## src/logic/lz_job_pkg.sv

```systemverilog
// package: job PE widths, typedefs, packed structs and controller states
`default_nettype none

package lz_job_pkg;

  localparam int JOB_LEN          = 16;
  localparam int ISSUE_WIDTH      = 4;
  localparam int LAZY_LEN         = 3;
  localparam int META_HISTORY_LEN = 8;
  localparam int MIN_MATCH        = 3;

  typedef logic [15:0] addr_t;
  typedef logic [15:0] offset_t;
  typedef logic [2:0]  meta_len_t;
  typedef logic [7:0]  match_len_t;
  typedef logic [3:0]  pos_t;
  typedef logic [4:0]  ll_t;

  // one load beat from the hash engine
  typedef struct packed {
    addr_t                        head_addr;
    logic [ISSUE_WIDTH-1:0]       valid;
    addr_t [ISSUE_WIDTH-1:0]      history_addr;
    meta_len_t [ISSUE_WIDTH-1:0]  meta_len;
    logic [ISSUE_WIDTH-1:0]       can_ext;
    logic                         delim;
  } hash_beat_t;

  // history_addr already carries the meta history bias
  typedef struct packed {
    logic      valid;
    logic      can_ext;
    addr_t     history_addr;
    meta_len_t meta_len;
    offset_t   offset;
  } job_entry_t;

  typedef struct packed {
    addr_t [LAZY_LEN-1:0] head_addr;
    addr_t [LAZY_LEN-1:0] history_addr;
    logic [LAZY_LEN-1:0]  strb;
  } match_req_t;

  typedef struct packed {
    ll_t        ll;
    match_len_t ml;
    offset_t    offset;
    logic       eoj;
    match_len_t overlap_len;
    logic       delim;
  } seq_t;

  typedef enum logic [2:0] {
    LOAD,
    SEEK,
    MATCH_REQ,
    MATCH_RESP,
    SUMMARY,
    LIT_TAIL
  } job_state_e;

endpackage

`default_nettype wire

```

## src/logic/job_table.sv

```systemverilog
// job entry table module, filled from hash engine load beats
`timescale 1ns/1ps
`default_nettype none

module job_table #(
  parameter int JOB_LEN     = lz_job_pkg::JOB_LEN,
  parameter int ISSUE_WIDTH = lz_job_pkg::ISSUE_WIDTH
) (
  input  wire                                       clk,
  input  wire                                       i_load,
  input  wire [1:0]                                 i_beat_idx,
  input  wire lz_job_pkg::hash_beat_t               i_beat,
  output lz_job_pkg::job_entry_t [JOB_LEN-1:0]      o_entries,
  output lz_job_pkg::addr_t                         o_head_addr,
  output logic                                      o_delim
);

  import lz_job_pkg::*;

  localparam int NUM_BEATS = JOB_LEN / ISSUE_WIDTH;

  job_entry_t [ISSUE_WIDTH-1:0] beat_entry;
  pos_t [ISSUE_WIDTH-1:0]       beat_pos;
  addr_t                        head_addr;

  // beat 0 brings its own head, later beats use the latched one
  assign head_addr = (i_beat_idx == 2'd0) ? i_beat.head_addr : o_head_addr;

  for (genvar j = 0; j < ISSUE_WIDTH; j++) begin : g_lane
    assign beat_pos[j] = pos_t'(i_beat_idx) * pos_t'(ISSUE_WIDTH) + pos_t'(j);

    assign beat_entry[j].valid        = i_beat.valid[j];
    assign beat_entry[j].can_ext      = i_beat.can_ext[j];
    assign beat_entry[j].meta_len     = i_beat.meta_len[j];
    assign beat_entry[j].history_addr = i_beat.history_addr[j] + addr_t'(META_HISTORY_LEN);
    // distance back from this position, on the raw history address
    assign beat_entry[j].offset =
        offset_t'(head_addr + addr_t'(beat_pos[j]) - i_beat.history_addr[j]);
  end

  always_ff @(posedge clk) begin
    if (i_load) begin
      if (i_beat_idx == 2'd0) begin
        o_head_addr <= i_beat.head_addr;
      end
      if (i_beat_idx == 2'(NUM_BEATS - 1)) begin
        o_delim <= i_beat.delim;
      end
      for (int j = 0; j < ISSUE_WIDTH; j++) begin
        o_entries[beat_pos[j]] <= beat_entry[j];
      end
    end
  end

endmodule

`default_nettype wire

```

## src/logic/lazy_window.sv

```systemverilog
// lazy window module: candidate capture, grouped match request, length accumulation
`timescale 1ns/1ps
`default_nettype none

module lazy_window #(
  parameter int JOB_LEN  = lz_job_pkg::JOB_LEN,
  parameter int LAZY_LEN = lz_job_pkg::LAZY_LEN
) (
  input  wire                                        clk,
  input  wire                                        i_capture,
  input  wire lz_job_pkg::pos_t                      i_match_head,
  input  wire lz_job_pkg::job_entry_t [JOB_LEN-1:0]  i_entries,
  input  wire lz_job_pkg::addr_t                     i_head_addr,
  input  wire                                        i_resp_fire,
  input  wire lz_job_pkg::match_len_t [LAZY_LEN-1:0] i_resp_len,
  output lz_job_pkg::match_req_t                     o_req,
  output logic [LAZY_LEN-1:0]                        o_slot_valid,
  output lz_job_pkg::match_len_t [LAZY_LEN-1:0]      o_slot_len,
  output lz_job_pkg::offset_t [LAZY_LEN-1:0]         o_slot_offset
);

  import lz_job_pkg::*;

  logic [LAZY_LEN-1:0][4:0]  slot_pos;
  logic [LAZY_LEN-1:0]       slot_in_job;
  job_entry_t [LAZY_LEN-1:0] slot_entry;

  for (genvar i = 0; i < LAZY_LEN; i++) begin : g_slot
    assign slot_pos[i]    = {1'b0, i_match_head} + 5'(i);
    assign slot_in_job[i] = slot_pos[i] < 5'(JOB_LEN);
    assign slot_entry[i]  = i_entries[pos_t'(slot_pos[i])];
  end

  always_ff @(posedge clk) begin
    if (i_capture) begin
      for (int i = 0; i < LAZY_LEN; i++) begin
        o_req.head_addr[i] <= i_head_addr + addr_t'(slot_pos[i]) + addr_t'(META_HISTORY_LEN);
        o_req.strb[i]      <= slot_in_job[i] & slot_entry[i].valid & slot_entry[i].can_ext;
        o_slot_valid[i]    <= slot_in_job[i] & slot_entry[i].valid;
        // slots past the job end carry zeros
        if (slot_in_job[i]) begin
          o_req.history_addr[i] <= slot_entry[i].history_addr;
          o_slot_len[i]         <= match_len_t'(slot_entry[i].meta_len);
          o_slot_offset[i]      <= slot_entry[i].offset;
        end else begin
          o_req.history_addr[i] <= '0;
          o_slot_len[i]         <= '0;
          o_slot_offset[i]      <= '0;
        end
      end
    end else if (i_resp_fire) begin
      // extension lengths on top of the pre-matched ones
      for (int i = 0; i < LAZY_LEN; i++) begin
        if (o_req.strb[i]) begin
          o_slot_len[i] <= o_slot_len[i] + i_resp_len[i];
        end
      end
    end
  end

endmodule

`default_nettype wire

```

## src/logic/lazy_summary.sv

```systemverilog
// lazy summary module: best-gain candidate pick and sequence forming
`timescale 1ns/1ps
`default_nettype none

module lazy_summary #(
  parameter int JOB_LEN  = lz_job_pkg::JOB_LEN,
  parameter int LAZY_LEN = lz_job_pkg::LAZY_LEN
) (
  input  wire                                        clk,
  input  wire                                        rst_n,
  input  wire                                        i_start,
  input  wire lz_job_pkg::pos_t                      i_match_head,
  input  wire lz_job_pkg::pos_t                      i_seq_head,
  input  wire                                        i_delim,
  input  wire [LAZY_LEN-1:0]                         i_slot_valid,
  input  wire lz_job_pkg::match_len_t [LAZY_LEN-1:0] i_slot_len,
  input  wire lz_job_pkg::offset_t [LAZY_LEN-1:0]    i_slot_offset,
  output logic                                       o_done,
  output logic                                       o_emit,
  output lz_job_pkg::seq_t                           o_seq,
  output logic [4:0]                                 o_next_head
);

  import lz_job_pkg::*;

  localparam int SEL_W = (LAZY_LEN > 1) ? $clog2(LAZY_LEN) : 1;

  logic             found;
  logic [SEL_W-1:0] best;
  logic [8:0]       gain;
  logic [8:0]       best_gain;
  ll_t              seq_ll;
  match_len_t       seq_ml;
  logic [8:0]       end_pos;
  logic             seq_eoj;

  always_comb begin
    found     = 1'b0;
    best      = '0;
    best_gain = '0;
    gain      = '0;
    for (int i = 0; i < LAZY_LEN; i++) begin
      gain = {1'b0, i_slot_len[i]} - 9'(i);
      // strict compare, so a tie keeps the earlier slot
      if (i_slot_valid[i] && (i_slot_len[i] >= match_len_t'(MIN_MATCH)) &&
          (!found || (gain > best_gain))) begin
        found     = 1'b1;
        best      = SEL_W'(i);
        best_gain = gain;
      end
    end
  end

  assign seq_ll  = ll_t'(i_match_head) - ll_t'(i_seq_head) + ll_t'(best);
  assign seq_ml  = i_slot_len[best];
  assign end_pos = 9'(i_seq_head) + 9'(seq_ll) + 9'(seq_ml);
  assign seq_eoj = end_pos >= 9'(JOB_LEN);

  always_ff @(posedge clk) begin
    if (!rst_n) begin
      o_done <= 1'b0;
    end else begin
      o_done <= i_start;
    end
  end

  always_ff @(posedge clk) begin
    if (i_start) begin
      o_emit            <= found;
      o_seq.ll          <= seq_ll;
      o_seq.ml          <= seq_ml;
      o_seq.offset      <= i_slot_offset[best];
      o_seq.eoj         <= seq_eoj;
      // match running past the job end
      o_seq.overlap_len <= seq_eoj ? match_len_t'(end_pos - 9'(JOB_LEN)) : '0;
      o_seq.delim       <= seq_eoj & i_delim;
      o_next_head       <= end_pos[4:0];
    end
  end

endmodule

`default_nettype wire

```

## src/logic/job_controller.sv

```systemverilog
// job controller module: job FSM, head pointers, match-head seek and sequence port
`timescale 1ns/1ps
`default_nettype none

module job_controller #(
  parameter int JOB_LEN     = lz_job_pkg::JOB_LEN,
  parameter int ISSUE_WIDTH = lz_job_pkg::ISSUE_WIDTH,
  parameter int LAZY_LEN    = lz_job_pkg::LAZY_LEN
) (
  input  wire                   clk,
  input  wire                   rst_n,
  input  wire                   i_beat_valid,
  output logic                  o_beat_ready,
  input  wire                   i_req_ready,
  input  wire [LAZY_LEN-1:0]    i_req_strb,
  output logic                  o_req_valid,
  input  wire                   i_resp_valid,
  output logic                  o_resp_ready,
  input  wire [JOB_LEN-1:0]     i_entry_valid,
  input  wire                   i_sum_done,
  input  wire                   i_sum_emit,
  input  wire lz_job_pkg::seq_t i_sum_seq,
  input  wire [4:0]             i_sum_next_head,
  input  wire                   i_delim,
  output logic                  o_seq_valid,
  output lz_job_pkg::seq_t      o_seq,
  input  wire                   i_seq_ready,
  output logic                  o_load,
  output logic [1:0]            o_beat_idx,
  output logic                  o_capture,
  output logic                  o_resp_fire,
  output logic                  o_start,
  output lz_job_pkg::pos_t      o_match_head,
  output lz_job_pkg::pos_t      o_seq_head
);

  import lz_job_pkg::*;

  localparam int NUM_BEATS = JOB_LEN / ISSUE_WIDTH;

  job_state_e state_q;
  job_state_e state_d;
  logic [1:0] load_cnt_q;
  pos_t       match_head_q;
  pos_t       seq_head_q;
  seq_t       seq_hold_q;
  logic       seq_pend_q;
  logic       start_q;
  logic       beat_fire;
  logic       last_beat;
  logic       seq_fire;
  logic       at_last;
  logic       skip;
  seq_t       tail_seq;

  assign beat_fire = o_beat_ready & i_beat_valid;
  assign last_beat = load_cnt_q == 2'(NUM_BEATS - 1);
  assign seq_fire  = o_seq_valid & i_seq_ready;
  assign at_last   = match_head_q == pos_t'(JOB_LEN - 1);
  assign skip      = i_sum_done & ~i_sum_emit;

  assign o_beat_ready = state_q == LOAD;
  assign o_req_valid  = (state_q == MATCH_REQ) && (|i_req_strb);
  assign o_resp_ready = state_q == MATCH_RESP;
  assign o_load       = beat_fire;
  assign o_beat_idx   = load_cnt_q;
  assign o_capture    = (state_q == SEEK) && i_entry_valid[match_head_q];
  assign o_resp_fire  = o_resp_ready & i_resp_valid;
  assign o_start      = start_q;
  assign o_match_head = match_head_q;
  assign o_seq_head   = seq_head_q;

  // literal tail covers everything from seq_head to the job end
  always_comb begin
    tail_seq       = '0;
    tail_seq.ll    = ll_t'(JOB_LEN) - ll_t'(seq_head_q);
    tail_seq.eoj   = 1'b1;
    tail_seq.delim = i_delim;
  end

  assign o_seq_valid = (state_q == LIT_TAIL) || ((state_q == SUMMARY) && seq_pend_q);
  assign o_seq       = (state_q == LIT_TAIL) ? tail_seq : seq_hold_q;

  always_comb begin
    state_d = state_q;
    case (state_q)
      LOAD: begin
        if (beat_fire && last_beat) begin
          state_d = SEEK;
        end
      end
      SEEK: begin
        if (i_entry_valid[match_head_q]) begin
          state_d = MATCH_REQ;
        end else if (at_last) begin
          state_d = LIT_TAIL;
        end
      end
      MATCH_REQ: begin
        if (!(|i_req_strb)) begin
          state_d = SUMMARY;
        end else if (i_req_ready) begin
          state_d = MATCH_RESP;
        end
      end
      MATCH_RESP: begin
        if (i_resp_valid) begin
          state_d = SUMMARY;
        end
      end
      SUMMARY: begin
        if (skip) begin
          state_d = at_last ? LIT_TAIL : SEEK;
        end else if (seq_fire) begin
          state_d = seq_hold_q.eoj ? LOAD : SEEK;
        end
      end
      LIT_TAIL: begin
        if (seq_fire) begin
          state_d = LOAD;
        end
      end
      default: state_d = LOAD;
    endcase
  end

  always_ff @(posedge clk) begin
    if (!rst_n) begin
      state_q    <= LOAD;
      load_cnt_q <= '0;
    end else begin
      state_q <= state_d;
      if (beat_fire) begin
        load_cnt_q <= last_beat ? 2'd0 : load_cnt_q + 2'd1;
      end
    end
  end

  always_ff @(posedge clk) begin
    // summary kicked off once on entry, after the window lengths settle
    start_q <= (state_d == SUMMARY) && (state_q != SUMMARY);
    if (i_sum_done) begin
      seq_hold_q <= i_sum_seq;
    end
    if ((state_q != SUMMARY) || seq_fire) begin
      seq_pend_q <= 1'b0;
    end else if (i_sum_done) begin
      seq_pend_q <= i_sum_emit;
    end
    case (state_q)
      LOAD: begin
        match_head_q <= '0;
        seq_head_q   <= '0;
      end
      SEEK: begin
        if (!i_entry_valid[match_head_q] && !at_last) begin
          if ((match_head_q < pos_t'(JOB_LEN - 8)) && !(|i_entry_valid[match_head_q +: 8])) begin
            match_head_q <= match_head_q + pos_t'(8);
          end else if ((match_head_q < pos_t'(JOB_LEN - 4)) &&
                       !(|i_entry_valid[match_head_q +: 4])) begin
            match_head_q <= match_head_q + pos_t'(4);
          end else begin
            match_head_q <= match_head_q + pos_t'(1);
          end
        end
      end
      SUMMARY: begin
        if (skip && !at_last) begin
          match_head_q <= match_head_q + pos_t'(1);
        end else if (seq_fire) begin
          match_head_q <= pos_t'(i_sum_next_head);
          seq_head_q   <= pos_t'(i_sum_next_head);
        end
      end
      default: begin
      end
    endcase
  end

endmodule

`default_nettype wire

```

## src/logic/job_pe_top.sv

```systemverilog
// top level of the job processing element: table, window, summary and controller
`timescale 1ns/1ps
`default_nettype none

module job_pe_top #(
  parameter int JOB_LEN     = lz_job_pkg::JOB_LEN,
  parameter int ISSUE_WIDTH = lz_job_pkg::ISSUE_WIDTH,
  parameter int LAZY_LEN    = lz_job_pkg::LAZY_LEN
) (
  input  wire                                        clk,
  input  wire                                        rst_n,
  input  wire                                        i_beat_valid,
  input  wire lz_job_pkg::hash_beat_t                i_beat,
  output logic                                       o_beat_ready,
  output logic                                       o_req_valid,
  output lz_job_pkg::match_req_t                     o_req,
  input  wire                                        i_req_ready,
  input  wire                                        i_resp_valid,
  input  wire lz_job_pkg::match_len_t [LAZY_LEN-1:0] i_resp_len,
  output logic                                       o_resp_ready,
  output logic                                       o_seq_valid,
  output lz_job_pkg::seq_t                           o_seq,
  input  wire                                        i_seq_ready
);

  import lz_job_pkg::*;

  job_entry_t [JOB_LEN-1:0]  entries;
  logic [JOB_LEN-1:0]        entry_valid;
  addr_t                     head_addr;
  logic                      delim;
  logic                      load;
  logic [1:0]                beat_idx;
  logic                      capture;
  logic                      resp_fire;
  logic                      start;
  pos_t                      match_head;
  pos_t                      seq_head;
  logic [LAZY_LEN-1:0]       slot_valid;
  match_len_t [LAZY_LEN-1:0] slot_len;
  offset_t [LAZY_LEN-1:0]    slot_offset;
  logic                      sum_done;
  logic                      sum_emit;
  seq_t                      sum_seq;
  logic [4:0]                sum_next_head;

  for (genvar p = 0; p < JOB_LEN; p++) begin : g_valid
    assign entry_valid[p] = entries[p].valid;
  end

  job_table #(.JOB_LEN(JOB_LEN), .ISSUE_WIDTH(ISSUE_WIDTH)) u_table (
    .clk(clk), .i_load(load), .i_beat_idx(beat_idx), .i_beat(i_beat),
    .o_entries(entries), .o_head_addr(head_addr), .o_delim(delim)
  );

  lazy_window #(.JOB_LEN(JOB_LEN), .LAZY_LEN(LAZY_LEN)) u_window (
    .clk(clk), .i_capture(capture), .i_match_head(match_head), .i_entries(entries),
    .i_head_addr(head_addr), .i_resp_fire(resp_fire), .i_resp_len(i_resp_len),
    .o_req(o_req), .o_slot_valid(slot_valid), .o_slot_len(slot_len),
    .o_slot_offset(slot_offset)
  );

  lazy_summary #(.JOB_LEN(JOB_LEN), .LAZY_LEN(LAZY_LEN)) u_summary (
    .clk(clk), .rst_n(rst_n), .i_start(start), .i_match_head(match_head),
    .i_seq_head(seq_head), .i_delim(delim), .i_slot_valid(slot_valid),
    .i_slot_len(slot_len), .i_slot_offset(slot_offset), .o_done(sum_done),
    .o_emit(sum_emit), .o_seq(sum_seq), .o_next_head(sum_next_head)
  );

  job_controller #(.JOB_LEN(JOB_LEN), .ISSUE_WIDTH(ISSUE_WIDTH), .LAZY_LEN(LAZY_LEN)) u_ctrl (
    .clk(clk), .rst_n(rst_n),
    .i_beat_valid(i_beat_valid), .o_beat_ready(o_beat_ready),
    .i_req_ready(i_req_ready), .i_req_strb(o_req.strb), .o_req_valid(o_req_valid),
    .i_resp_valid(i_resp_valid), .o_resp_ready(o_resp_ready),
    .i_entry_valid(entry_valid),
    .i_sum_done(sum_done), .i_sum_emit(sum_emit), .i_sum_seq(sum_seq),
    .i_sum_next_head(sum_next_head), .i_delim(delim),
    .o_seq_valid(o_seq_valid), .o_seq(o_seq), .i_seq_ready(i_seq_ready),
    .o_load(load), .o_beat_idx(beat_idx), .o_capture(capture),
    .o_resp_fire(resp_fire), .o_start(start),
    .o_match_head(match_head), .o_seq_head(seq_head)
  );

endmodule

`default_nettype wire

```

## config.mk

```make
export PLATFORM = sky130hd
export DESIGN_NAME = job_pe_top
export DESIGN_NICKNAME = d
export VERILOG_FILES = /design/src/logic/lz_job_pkg.sv /design/src/logic/job_table.sv /design/src/logic/lazy_window.sv /design/src/logic/lazy_summary.sv /design/src/logic/job_controller.sv /design/src/logic/job_pe_top.sv
export SDC_FILE = /design/constraint.sdc
export NUM_CORES = 2
export LEC_CHECK = 0
export BUFFER_PORTS_ARGS = -buffer_cell sky130_fd_sc_hd__buf_2
export CAP_MARGIN = 10
export CORE_AREA = 2 2 405 367
export DETAILED_ROUTE_END_ITERATION = 12
export DIE_AREA = 0 0 407 369
export PLACE_DENSITY = 0.6
export RECOVER_POWER = 25
export SLEW_MARGIN = 20
export SYNTH_ARGS = -nofsm -noshare
export SYNTH_HDL_FRONTEND = slang
export SYNTH_SLANG_ARGS = --single-unit
```

## constraint.sdc

```tcl
create_clock -name clk -period 19.29 [get_ports clk]
set_input_delay 5.787 -clock clk [delete_from_list [all_inputs] [get_ports clk]]
set_output_delay 5.787 -clock clk [all_outputs]
set_load 0.01 [all_outputs]
```

==> flow_summary_export.csv <==
group,metric,value,unit
logic_synthesis,synth_most_common_cell,"edfxtp_1",
sta,relSlewSlack,-283,%
worst_setup_path,path_max_fanout,106,
logic_synthesis,syn_nets,3681,
clocking,clkTransAtPathRegs,0.06,ns
worst_setup_path,crit_family,"buffers and inverters",
drt,ant_nets,0,
worst_setup_path,worstSetupPathType,"reg2reg",
clocking,insertion_delay,0.70,ns
floorplanning,dieWidth,407,um
logic_synthesis,synth-seq-area-share,51.8,%
worst_setup_path,end_kind,"register",
clocking,htreeDepth,3,
place,portBuffers,272,
logic_synthesis,netlist_instances,3309,
worst_setup_path,crit_top_cell,"clkbuf_1",
min_path,hold_class,"reg2reg",
final_layout,layout.nets,3906,
logic_synthesis,synth_flop_cell,"edfxtp_1",
logic_synthesis,synth-edff-count,873,
drt,drc,0,
worst_setup_path,crit_arrival,13.11,ns
global_route,grt_pass1_vias,30900,
sta,rsz0062_at_grt,"false",
sta,fin_crit_sh,68.3,%
worst_setup_path,crit_slowest_cell,"clkinvlp_2",
worst_setup_path,path_cells,"clkbuf_1 > mux4_2 > nand2_1 > o211ai_1 > a21boi_0 > nand2_1 > clkbuf_1 > clkinvlp_2 > clkbuf_1",
drt,wl_per_cell,26.5,um
logic_synthesis,synth_warnings,0,
global_route,grt_max_degree,107,
worst_setup_path,required,19.22,ns
clocking,root_buffer,"clkbuf_16",
power,p_per_area,89.7,mW/mm^2
worst_setup_path,cp_slowest_stage_delay,4.85,ns
clocking,tritoncts,"yes",
drt,num_vias,31600,
final_layout,postLayoutCoreUtil,39.6,%
logic_synthesis,ys_seq_elements,881,
logic_synthesis,synth_common_cells,"edfxtp_1, mux4_2, ha_1",
worst_setup_path,crit_buf_inv,4,
logic_synthesis,synth_area_leaders,"edfxtp_1, mux4_2, ha_1",
clocking,ctsResizeCount,0,
clocking,cts_setup_buffers,0,
floorplanning,die_area,0.150,mm^2
logic_synthesis,synth.distinct_cells,79,
place,place_hpwl,102000,um
floorplanning,coreArea,0.146,mm^2
sta,hold_viol,0,
power,p_leak,19.5,nW
global_route,overflow,0,
place,gp_congestion,0.855,
logic_synthesis,synth_area_leader_cell,"edfxtp_1",
drt,drt_iter0_drc,3154,
sta,fin_worst_skew,0.0192,ns
final_layout,layout-drive-gt1-share,27.6,%
floorplanning,io_pins,273,
sta,setup_tns,0,ns
sta,tightest_slew,5.72,ns
run_status,outcome,"complete, but fails checks",
run,max_cap_viol_count,13,
power,peakVddDrop,0.0723,mV
clocking,cts-hold-fix-buffers,0,
sta,slew_violations,706,
global_route,antenna_found_initial,22,
global_route,track_usage,19.5,%
sta,setup_viol,0,
clocking,cts_buffer_depth,3,
floorplanning,die_h,369,um
logic_synthesis,synth_area,0.0509,mm^2
sta,period_minus_slack,13.18,ns
drt,vias_per_cell,5.66,
drt,routed_wl,148000,um
global_route,grt_pass1_wl,213000,um
sta,max_freq,0.0759,GHz
logic_synthesis,async_flop_share,0,%
floorplanning,start_util,35.0,%
worst_setup_path,start_kind,"register",
logic_synthesis,synth_top_area_share,51.5,%
floorplanning,std_cell_rows,133,
logic_synthesis,syn_avg_cell_area,15.4,um^2
final_layout,area_growth_syn_to_layout,13.2,%
final_layout,design_area,0.0576,mm^2
clocking,numCtsBuffers,96,
run_status,violations,"max-capacitance violations, max-slew violations",
drt,drtPass1Iterations,6,
clocking,numClockSinks,881,
place,postPlaceCellArea,0.0544,mm^2
==> routing by layer <==
| metal | wire (um) | vias up | global-route usage [%] |
|---|---|---|---|
| met3 | 12700 | 226 | 4.03 |
| met1 | 60500 | 16300 | 26.6 |
| met5 | 79 | - | 0 |
| li1 | - | 13600 | - |
| met4 | 3270 | 14 | 4.49 |
| met2 | 71200 | 1472 | 31.8 |
==> cell usage in the layout (no fill, tap or decap), drive strengths merged, types with 6 or more instances in the layout <==
cell type | netlist | final
o21a | 11 | 11
fa | 25 | 25
and2 | 207 | 207
clkinv | 2 | 34
o41ai | 7 | 7
clkbuf | 109 | 151
buf | 88 | 297
or4 | 6 | 6
mux2 | 30 | 30
and3 | 25 | 25
dfxtp | 8 | 8
xnor2 | 123 | 123
ha | 216 | 216
mux4 | 501 | 501
nor2 | 127 | 127
clkinvlp | 0 | 7
a21o | 27 | 27
a21oi | 88 | 88
nor2b | 60 | 60
o21ai | 65 | 65
nand4 | 9 | 9
edfxtp | 873 | 873
o21bai | 11 | 11
nand2 | 147 | 147
xor2 | 65 | 65
nand3 | 51 | 51
a211oi | 63 | 63
bufinv | 0 | 15
mux2i | 61 | 61
a31oi | 20 | 20
inv | 159 | 163
nand2b | 13 | 13
nor4 | 7 | 7
nor3 | 43 | 43
==> worst register-to-register path, cell delays in order, from the launching register on <==
cell and delay, ns:
edfxtp_1 0.31, clkbuf_1 2.53, mux4_2 0.80, nand2_1 0.09, o211ai_1 0.10, a21boi_0 0.27
nand2_1 0.14, clkbuf_1 0.84, clkinvlp_2 4.86, clkbuf_1 2.41
==> registers in the layout (all words and copies together) (netlist names), 16 cells and up <==
signal                  flops
u_window.o_req             98
u_window.o_slot_offset     48
u_summary.o_seq            39
u_table.o_head_addr        16
u_table.o_entries         592
u_window.o_slot_len        24
u_ctrl.seq_hold_q          39
==> area by class of cell <==
| cell class | instances | area [um^2] |
|---|---|---|
| clock buffers | 124 | 2630 |
| diodes | 3 | 7.51 |
| flip-flops and latches | 881 | 26400 |
| inverters | 161 | 606 |
| clock inverters | 58 | 673 |
| multi-input cells | 2070 | 23200 |
| repair buffers | 324 | 1700 |
| fillers | 13400 | 88000 |
| well taps | 1957 | 2450 |
==> kinds of logic after synthesis <==
| family | Yosys count | synth area share [%] |
|---|---|---|
| compound gates | 337 | 4.40 |
| xor+xnor | 188 | 3.24 |
| fa+ha+maj | 241 | 6.29 |
| buf+inv | 358 | 2.88 |
| flops | 881 | 51.8 |
| mux | 592 | 24.0 |
| simple gates | 712 | 7.32 |
==> report_power, final <==
part | internal (mW) | total [mW] | switching [mW]
logic | 0.364 | 0.881 | 0.516
registers | 2.28 | 2.34 | 0.0604
clock network | 1.16 | 1.94 | 0.779
==> metrics by stage <==
stage,cells,hold WS (ns),setup slack [ns],total power [mW]
floorplan,3309,0.400,9.50,2.94
global placement,5392,0.404,9.58,3.25
detailed placement,5392,0.406,9.45,3.26
global route,5575,0.423,4.74,5.36
CTS,5574,0.420,9.45,5.21
finish,5578,0.420,6.11,5.17
==> path summary, 6_finish.rpt <==
| path | from | end | slack (ns) | depth (start not counted) |
|---|---|---|---|---|
| max | u_ctrl.o_match_head[0] | u_window.o_req[46] | 6.11 | 9 |
| min | u_summary.o_seq[30] | u_ctrl.seq_hold_q[30] | 0.42 | 0 |
| max reg2reg | u_ctrl.o_match_head[0] | u_window.o_req[46] | 6.11 | 9 |
| min reg2reg | u_summary.o_seq[30] | u_ctrl.seq_hold_q[30] | 0.42 | 0 |
Power figures use the tool's default switching activity.
